--- src/hdl/msr_config.svh ---
`ifndef MSR_CONFIG_SVH
`define MSR_CONFIG_SVH

// Datapath widths
`define MSR_DW          32
`define MSR_PSR_DW      10
`define MSR_TLB_AW      4

// Bank field sits in address bits 13..9
`define MSR_BANK_LSB    9
`define MSR_BANK_AW     5

// Bank codes
`define MSR_BANK_PS     5'd0
`define MSR_BANK_IMM    5'd1

// Register mode on, everything else off
`define MSR_PSR_RESET   10'h010

// Read-only identification registers
`define MSR_CPUID_VAL   32'h0032_0101
`define MSR_COREID_VAL  32'h0000_0003
`define MSR_IMMID_VAL   32'h0000_1004

`endif

--- src/hdl/msr_pkg.sv ---
`include "msr_config.svh"

package msr_pkg;

   typedef enum logic [2:0] {
      op_rmsr,
      op_wmsr,
      op_syscall,
      op_ret,
      op_setcc
   } msr_op_e;

   // Processor status word, reserved bits kept at zero
   typedef struct packed {
      logic [1:0] rsv_hi;
      logic       dmme;
      logic       imme;
      logic       ire;
      logic       rm;
      logic [2:0] rsv_lo;
      logic       cc;
   } psr_t;

   // Processor-state bank view, one-hot register selects
   typedef struct packed {
      logic [`MSR_DW-`MSR_BANK_LSB-`MSR_BANK_AW-1:0] upper;
      logic [`MSR_BANK_AW-1:0]                      bank;
      logic [`MSR_BANK_LSB-7:0]                     rsv;
      logic                                         coreid_sel;
      logic                                         elsa_sel;
      logic                                         epc_sel;
      logic                                         epsr_sel;
      logic                                         cpuid_sel;
      logic                                         psr_sel;
   } msr_addr_ps_t;

   // Instruction-MMU bank view
   typedef struct packed {
      logic [`MSR_DW-`MSR_BANK_LSB-`MSR_BANK_AW-1:0] upper;
      logic [`MSR_BANK_AW-1:0]                      bank;
      logic                                         tlbsel;
      logic                                         tlbh_sel;
      logic [`MSR_BANK_LSB-3-`MSR_TLB_AW:0]         rsv;
      logic [`MSR_TLB_AW-1:0]                       idx;
   } msr_addr_imm_t;

   typedef union packed {
      msr_addr_ps_t      ps;
      msr_addr_imm_t     imm;
      logic [`MSR_DW-1:0] raw;
   } msr_addr_u;

   typedef struct packed {
      msr_op_e            op;
      msr_addr_u          addr;
      logic [`MSR_DW-1:0] wdata;
      logic [`MSR_DW-1:0] linkaddr;
   } msr_cmd_t;

   typedef struct packed {
      logic                   psr_we;
      logic                   cc_we;
      logic                   epsr_we;
      logic                   epc_we;
      logic                   elsa_we;
      logic                   tlbl_we;
      logic                   tlbh_we;
      logic                   syscall_ent;
      logic                   ret;
      psr_t                   psr_nxt;
      psr_t                   epsr_nxt;
      logic [`MSR_DW-1:0]     epc_nxt;
      logic [`MSR_DW-1:0]     data_nxt;
      logic [`MSR_TLB_AW-1:0] tlb_idx;
   } msr_wr_t;

   typedef struct packed {
      psr_t               psr;
      psr_t               epsr;
      logic [`MSR_DW-1:0] epc;
      logic [`MSR_DW-1:0] elsa;
      logic [`MSR_DW-1:0] tlbl;
      logic [`MSR_DW-1:0] tlbh;
   } msr_rd_t;

endpackage

--- src/hdl/msr_exec_stage.sv ---
`timescale 1ns/1ps
`include "msr_config.svh"

module msr_exec_stage
   import msr_pkg::*;
(
   input  logic               clk,
   input  logic               reset,
   input  msr_cmd_t           cmd,
   input  logic               cmd_valid,
   input  msr_rd_t            rd,
   input  logic               req,
   output msr_wr_t            wr,
   output logic               ack,
   output logic [`MSR_DW-1:0] rdata
);

   msr_addr_ps_t  ps;
   msr_addr_imm_t imm;
   logic bank_ps;
   logic bank_imm;
   logic tlbl_sel;
   logic tlbh_sel;
   logic is_wmsr;
   logic is_syscall;
   logic is_ret;
   logic is_setcc;
   logic [`MSR_DW-1:0] dout_ps;
   logic [`MSR_DW-1:0] dout_imm;
   logic [`MSR_DW-1:0] dout;

   // Operand word into PSR layout, reserved bits dropped
   function automatic psr_t word_to_psr(input logic [`MSR_DW-1:0] w);
      psr_t p;
      p        = psr_t'(w[`MSR_PSR_DW-1:0]);
      p.rsv_hi = '0;
      p.rsv_lo = '0;
      return p;
   endfunction

   assign ps  = cmd.addr.ps;
   assign imm = cmd.addr.imm;

   // Bank field is common to both views
   assign bank_ps  = (ps.bank == `MSR_BANK_PS);
   assign bank_imm = (ps.bank == `MSR_BANK_IMM);

   assign is_wmsr    = cmd_valid & (cmd.op == op_wmsr);
   assign is_syscall = cmd_valid & (cmd.op == op_syscall);
   assign is_ret     = cmd_valid & (cmd.op == op_ret);
   assign is_setcc   = cmd_valid & (cmd.op == op_setcc);

   // Processor-state read-out
   assign dout_ps =
      ({`MSR_DW{ps.psr_sel}}    & {{(`MSR_DW-`MSR_PSR_DW){1'b0}}, rd.psr}) |
      ({`MSR_DW{ps.cpuid_sel}}  & `MSR_CPUID_VAL) |
      ({`MSR_DW{ps.epsr_sel}}   & {{(`MSR_DW-`MSR_PSR_DW){1'b0}}, rd.epsr}) |
      ({`MSR_DW{ps.epc_sel}}    & rd.epc) |
      ({`MSR_DW{ps.elsa_sel}}   & rd.elsa) |
      ({`MSR_DW{ps.coreid_sel}} & `MSR_COREID_VAL);

   // IMMID when no TLB word is selected
   assign tlbl_sel = imm.tlbsel & ~imm.tlbh_sel;
   assign tlbh_sel = imm.tlbsel & imm.tlbh_sel;
   assign dout_imm =
      ({`MSR_DW{~imm.tlbsel}} & `MSR_IMMID_VAL) |
      ({`MSR_DW{tlbl_sel}}    & rd.tlbl) |
      ({`MSR_DW{tlbh_sel}}    & rd.tlbh);

   // Other banks read as zero
   assign dout = ({`MSR_DW{bank_ps}} & dout_ps) | ({`MSR_DW{bank_imm}} & dout_imm);

   // Write side, built from the command only
   always_comb begin
      wr.psr_we      = is_wmsr & bank_ps & ps.psr_sel;
      wr.cc_we       = is_setcc;
      wr.epsr_we     = (is_wmsr & bank_ps & ps.epsr_sel) | is_syscall;
      wr.epc_we      = (is_wmsr & bank_ps & ps.epc_sel) | is_syscall;
      wr.elsa_we     = is_wmsr & bank_ps & ps.elsa_sel;
      wr.tlbl_we     = is_wmsr & bank_imm & tlbl_sel;
      wr.tlbh_we     = is_wmsr & bank_imm & tlbh_sel;
      wr.syscall_ent = is_syscall;
      wr.ret         = is_ret;
      // New cc rides in bit 0 for both wmsr and setcc
      wr.psr_nxt     = word_to_psr(cmd.wdata);
      wr.epsr_nxt    = word_to_psr(cmd.wdata);
      wr.epc_nxt     = is_syscall ? cmd.linkaddr : cmd.wdata;
      wr.data_nxt    = cmd.wdata;
      wr.tlb_idx     = imm.idx;
   end

   always_ff @(posedge clk) begin
      if (reset) begin
         ack <= 1'b0;
      end else if (cmd_valid) begin
         ack <= 1'b1;
      end else if (!req) begin
         ack <= 1'b0;
      end
   end

   // Old value of the addressed register
   always_ff @(posedge clk) begin
      if (cmd_valid) begin
         rdata <= dout;
      end
   end

endmodule

--- src/hdl/msr_regfile.sv ---
`timescale 1ns/1ps
`include "msr_config.svh"

module msr_regfile
   import msr_pkg::*;
(
   input  logic    clk,
   input  logic    reset,
   input  msr_wr_t wr,
   output msr_rd_t rd
);

   localparam int TLB_DEPTH = 1 << `MSR_TLB_AW;

   psr_t               psr;
   psr_t               epsr;
   psr_t               psr_sys;
   logic [`MSR_DW-1:0] epc;
   logic [`MSR_DW-1:0] elsa;
   logic [`MSR_DW-1:0] tlbl_mem [TLB_DEPTH];
   logic [`MSR_DW-1:0] tlbh_mem [TLB_DEPTH];

   // PSR on system-call entry
   always_comb begin
      psr_sys      = psr;
      psr_sys.ire  = 1'b0;
      psr_sys.imme = 1'b0;
      psr_sys.dmme = 1'b0;
      psr_sys.rm   = 1'b1;
   end

   always_ff @(posedge clk) begin
      if (reset) begin
         psr  <= psr_t'(`MSR_PSR_RESET);
         epsr <= '0;
         epc  <= '0;
         elsa <= '0;
      end else begin
         if (wr.ret) begin
            psr <= epsr;
         end else if (wr.syscall_ent) begin
            psr <= psr_sys;
         end else if (wr.psr_we) begin
            psr <= wr.psr_nxt;
         end else if (wr.cc_we) begin
            psr.cc <= wr.psr_nxt.cc;
         end

         // Syscall saves the PSR as it was before entry
         if (wr.epsr_we) begin
            epsr <= wr.syscall_ent ? psr : wr.epsr_nxt;
         end
         if (wr.epc_we) begin
            epc <= wr.epc_nxt;
         end
         if (wr.elsa_we) begin
            elsa <= wr.data_nxt;
         end
      end
   end

   // TLB word arrays
   always_ff @(posedge clk) begin
      if (reset) begin
         for (int i = 0; i < TLB_DEPTH; i++) begin
            tlbl_mem[i] <= '0;
            tlbh_mem[i] <= '0;
         end
      end else begin
         if (wr.tlbl_we) begin
            tlbl_mem[wr.tlb_idx] <= wr.data_nxt;
         end
         if (wr.tlbh_we) begin
            tlbh_mem[wr.tlb_idx] <= wr.data_nxt;
         end
      end
   end

   always_comb begin
      rd.psr  = psr;
      rd.epsr = epsr;
      rd.epc  = epc;
      rd.elsa = elsa;
      rd.tlbl = tlbl_mem[wr.tlb_idx];
      rd.tlbh = tlbh_mem[wr.tlb_idx];
   end

endmodule

--- src/hdl/msr_req_stage.sv ---
`timescale 1ns/1ps
`include "msr_config.svh"

module msr_req_stage
   import msr_pkg::*;
(
   input  logic               clk,
   input  logic               reset,
   input  logic               req,
   input  msr_op_e            cmd_op,
   input  logic [`MSR_DW-1:0] operand_1,
   input  logic [`MSR_DW-1:0] operand_2,
   input  logic [`MSR_DW-1:0] operand_3,
   input  logic [`MSR_DW-1:0] linkaddr,
   input  logic               ack,
   output msr_cmd_t           cmd,
   output logic               cmd_valid
);

   logic busy;
   logic new_req;
   logic [`MSR_DW-1:0] msr_addr;

   // A fresh request only once the previous handshake has fully closed
   assign new_req = req & ~busy & ~ack;

   assign msr_addr = operand_1 + operand_2;

   always_ff @(posedge clk) begin
      if (reset) begin
         busy      <= 1'b0;
         cmd_valid <= 1'b0;
      end else begin
         cmd_valid <= new_req;
         if (new_req) begin
            busy <= 1'b1;
         end else if (!req) begin
            // Held high req must not start a second command
            busy <= 1'b0;
         end
      end
   end

   // Command payload
   always_ff @(posedge clk) begin
      if (new_req) begin
         cmd.op       <= cmd_op;
         cmd.addr.raw <= msr_addr;
         cmd.wdata    <= operand_3;
         cmd.linkaddr <= linkaddr;
      end
   end

endmodule

--- src/hdl/msr_unit_top.sv ---
`timescale 1ns/1ps
`include "msr_config.svh"

module msr_unit_top
   import msr_pkg::*;
(
   input  logic               clk,
   input  logic               reset,
   input  logic               req,
   output logic               ack,
   input  msr_op_e            cmd_op,
   input  logic [`MSR_DW-1:0] operand_1,
   input  logic [`MSR_DW-1:0] operand_2,
   input  logic [`MSR_DW-1:0] operand_3,
   input  logic [`MSR_DW-1:0] linkaddr,
   output logic [`MSR_DW-1:0] rdata
);

   msr_cmd_t cmd;
   logic     cmd_valid;
   msr_wr_t  wr;
   msr_rd_t  rd;

   msr_req_stage u_msr_req_stage (
      .clk       (clk),
      .reset     (reset),
      .req       (req),
      .cmd_op    (cmd_op),
      .operand_1 (operand_1),
      .operand_2 (operand_2),
      .operand_3 (operand_3),
      .linkaddr  (linkaddr),
      .ack       (ack),
      .cmd       (cmd),
      .cmd_valid (cmd_valid)
   );

   msr_exec_stage u_msr_exec_stage (
      .clk       (clk),
      .reset     (reset),
      .cmd       (cmd),
      .cmd_valid (cmd_valid),
      .rd        (rd),
      .req       (req),
      .wr        (wr),
      .ack       (ack),
      .rdata     (rdata)
   );

   msr_regfile u_msr_regfile (
      .clk   (clk),
      .reset (reset),
      .wr    (wr),
      .rd    (rd)
   );

endmodule

--- config.mk ---
export PLATFORM = sky130hd
export DESIGN_NAME = msr_unit_top
export DESIGN_NICKNAME = d
export VERILOG_FILES = /design/src/hdl/msr_pkg.sv /design/src/hdl/msr_exec_stage.sv /design/src/hdl/msr_regfile.sv /design/src/hdl/msr_req_stage.sv /design/src/hdl/msr_unit_top.sv
export VERILOG_INCLUDE_DIRS = /design/src /design/src/hdl
export SDC_FILE = /design/constraint.sdc
export NUM_CORES = 2
export LEC_CHECK = 0
export BUFFER_PORTS_ARGS = -buffer_cell sky130_fd_sc_hd__buf_2
export CAP_MARGIN = 20
export CORE_MARGIN = 2
export CORE_UTILIZATION = 40
export DETAILED_ROUTE_END_ITERATION = 6
export SLEW_MARGIN = 20
export SYNTH_ARGS = -nofsm -noshare
export SYNTH_HDL_FRONTEND = slang
export SYNTH_SLANG_ARGS = --single-unit
--- constraint.sdc ---
create_clock -name clk -period 11.09 [get_ports clk]
set_clock_uncertainty 0.1 [all_clocks]
set_input_delay 2.218 -clock clk [delete_from_list [all_inputs] [get_ports clk]]
set_output_delay 2.218 -clock clk [all_outputs]
set_load 0.1 [all_outputs]
==> qor.yml <==
status: "complete, no violations"
switchingPower_uw: 2630
viasPerCell: 5.59
cts_resized: 0
cts_buffers: 131
arrival_ps: 5560
path_class: "in -> reg"
swShare_pct: 24.5
antenna_found_initial: 8
syn_area_um2: 54800
slew_headroom_pct: 18.2
hold_depth: 2
setup_viol: 0
routed_wirelength_mm: 157
fmax_mhz: 188
clk_pin_slew_ps: 60
async_reset_ff_share_pct: 0
synthMuxAreaShare_pct: 10.7
synth_edf_count: 1136
ys_types: 72
die-area_um2: 140000
syn_inst: 3743
power_density_nw_per_um2: 175
utilization_pct: 45.3
drive_gt1_share_pct: 19.4
period_minus_slack_ps: 5310
cp-start-kind: "input pin"
grt_pass1_vias: 31700
fin_tns_setup_ps: 0
cp_slowest_cell: "or2_2"
grt_max_degree: 90
io_pins: 167
port_buffers: 130
p_leak_uw: 0.0219
wl_per_cell_um: 27.8
slowest_delay_ps: 930
synth_top_family_by_area: "simple AND/OR/NAND/NOR gates"
cts-root-buf: "clkbuf_16"
hold_violations: 0
peakVddDrop_mv: 0.167
crit_path_end_kind: "flop"
cts.htree.levels: 4
start_util_pct: 40.4
row_count: 135
synthFlopType: "edfxtp_1"
postCtsSetupBuffers: 0
syn_area_per_cell_um2: 14.6
pwr-share-seq_pct: 49.1
min_to: "u_msr_regfile.elsa[7]"
grt_overflow: 0
max-cap-violations: 0
yosys.area_share.simple_pct: 15.6
track_usage_pct: 22.4
clock_power_share_pct: 40.4
max-clock-path-buffers: 3
drt_iter0_drc: 3563
min-delay-start: "u_msr_regfile.elsa[7]"
firstDrtPassIters: 5
clock_latency_ps: 760
yosys_register_bits: 1227
dpl.hpwl_mm: 91.3
cts_tree: "built"
synthToLayoutAreaGrowth_pct: 12.1
r2r_end: "u_msr_exec_stage.rdata[8]"
drc: 0
nNetsFinal: 3909
clock_sinks: 1227
die_h_um: 374
p_comb_share_pct: 10.5
synth_warnings: 0
reg2reg_depth: 6
p_int_uw: 8110
synthXorXnorAreaFrac_pct: 0.192
slew_violations: 0
grt_pass1_wl_mm: 226
synth_compound_area_share_pct: 4.85
path_cells: "buf_4, or3b_2, or4_4, or2_4, nor2_4, or2_2"
detail-route-antenna-nets: 0
coreArea_um2: 136000
yosysSeqAreaShare_pct: 65.6
die_x_um: 374
vias: 31600
min_period_over_period_pct: 47.9
rrSetupSlack_ps: 6600
hold_buffers: 0
crit_fanout: 63
tightest_slew_ps: 1200
place.gp.congestion: 0.900
hold_path_class: "reg -> reg"
rsz0062_at_grt: "false"
synth_fa_ha_area_share_pct: 0.334
crit_required_ps: 11350
syn-num-nets: 3891
-- placed cells by master, fill, tap and decap left out, drive strengths merged, types with 16 or more instances in the layout --
cell | netlist | layout
dfxtp | 91 | 91
a21oi | 76 | 76
buf | 57 | 237
mux4 | 234 | 234
a221oi | 40 | 40
clkinv | 2 | 45
mux2i | 48 | 48
edfxtp | 1136 | 1136
and2 | 1030 | 1030
a311oi | 41 | 41
o21ai | 21 | 21
clkbuf | 296 | 178
nand2 | 161 | 161
nor2 | 97 | 97
or2 | 35 | 35
nand3 | 75 | 75
a22oi | 72 | 72
a22o | 16 | 16
nand2b | 19 | 19
-- worst max-delay path: cells and delay by family --
family	cells	cell delay, ps
buffers and inverters	1	290
AND/OR/NAND/NOR	5	2990
-- layer usage --
metal | vias to the layer above | routed length (um) | share of wire [%] | global-route usage (%)
met2 | 1238 | 73100 | 47 | 34.9
met3 | 226 | 12000 | 7.7 | 4.05
li1 | 13900 | - | - | -
met4 | 0 | 5750 | 3.7 | 8.95
met1 | 16300 | 66000 | 42 | 31.0
met5 | - | 0 | 0 | 0
-- power by group through the flow --
stage,sequential (uW),combinational (uW),clock [uW]
2_1_floorplan,5370,668,0
3_3_place_gp,5370,1120,0
3_5_place_dp,5380,1120,0
4_1_cts,5280,1130,4390
5_1_grt,5290,1180,4560
6_report,5280,1130,4340
-- flip-flops by register name, summed over array words and instances, names as in the netlist, named ones only --
signal / flops
u_msr_req_stage.cmd_valid: 1
u_msr_exec_stage.rdata: 32
u_msr_req_stage.cmd: 80
u_msr_regfile.tlbl_mem: 512
u_msr_regfile.tlbh_mem: 512
u_msr_regfile.epc: 32
u_msr_req_stage.busy: 1
u_msr_regfile.rd: 20
u_msr_exec_stage.ack: 1
u_msr_regfile.elsa: 32
-- stage by stage --
stage | hold slack, ps | cells | power (uW) | instance area [um2] | setup slack (ps)
4_1_cts | 354 | 5641 | 10800 | 61400 | 5730
5_1_grt | 365 | 5644 | 11000 | 61400 | 5660
3_3_place_gp | 343 | 5405 | 6490 | 57200 | 4970
3_5_place_dp | 346 | 5408 | 6500 | 57200 | 4920
6_report | 353 | 5647 | 10700 | 61400 | 5780
2_1_floorplan | 336 | 3743 | 6040 | 54800 | 1720
-- kinds of logic (layout without fill, tap and decap cells) --
| logic type | Yosys count | in the layout |
|---|---|---|
| other | 0 | 5 |
| buffers and inverters | 361 | 479 |
| and+or+nand+nor | 1471 | 1471 |
| AOI/OAI and AO/OA | 364 | 364 |
| adders and majority gates | 14 | 14 |
| muxes | 294 | 294 |
| DFF | 1227 | 1227 |
| xor gates and xnor gates | 12 | 12 |
-- layout make-up --
cell class,count,area [um2]
fill,11800,74300
sequential,1227,35900
antenna,5,12.5
tap,1781,2230
clock buffer,177,3710
clock inverter,56,474
timing repair buffer,238,1520
inverter,8,30.0
multi-input combinational,2155,17500
-- synth_stat cells, types with 4 or more instances --
cell type  instances  area, um2
nor2_1            91        342
xnor2_1            9       78.8
ha_1              13        163
a21oi_1           76        380
a2bb2oi_1          6       52.6
o22ai_1           10       62.6
buf_2             38        190
nor2b_1           12       75.1
and2_1          1029       6440
a2111oi_0          5       43.8
o211ai_1          12       90.1
or3_1              7       43.8
nor3_1             6       30.0
mux2_2            12        135
a31oi_1           10       62.6
o21bai_1           4       30.0
or2_2             33        206
o21ai_0           21        105
inv_1              6       22.5
clkbuf_2          18       90.1
a221oi_1          40        350
nand3_1           75        375
buf_1             16       60.1
edfxtp_1        1136      34100
dfxtp_1           91       1820
a31o_2             5       43.8
a21o_1             5       37.5
and3_1            11       68.8
nand2_1          161        604
o21a_1             4       30.0
a22oi_1           72        541
mux2i_1           48        480
a211oi_1           5       37.5
mux4_2           234       5270
a32oi_1            9       78.8
nand2b_1          19        119
o2bb2ai_1          6       52.6
a22o_1            16        140
clkbuf_1         278       1040
a311oi_1          41        359
-- how the worst max path moves through the flow --
stage	start	end	cells after the start
floorplan	req	flop	2
global placement	reset	u_msr_regfile.tlbh_mem[10][16]	6
detailed placement	reset	u_msr_regfile.tlbh_mem[10][16]	6
CTS	reset	u_msr_regfile.tlbh_mem[10][19]	6
global route	reset	u_msr_regfile.tlbh_mem[10][19]	6
finish	reset	u_msr_regfile.tlbh_mem[10][19]	6
Note: power is estimated with default switching activity, not from simulation.
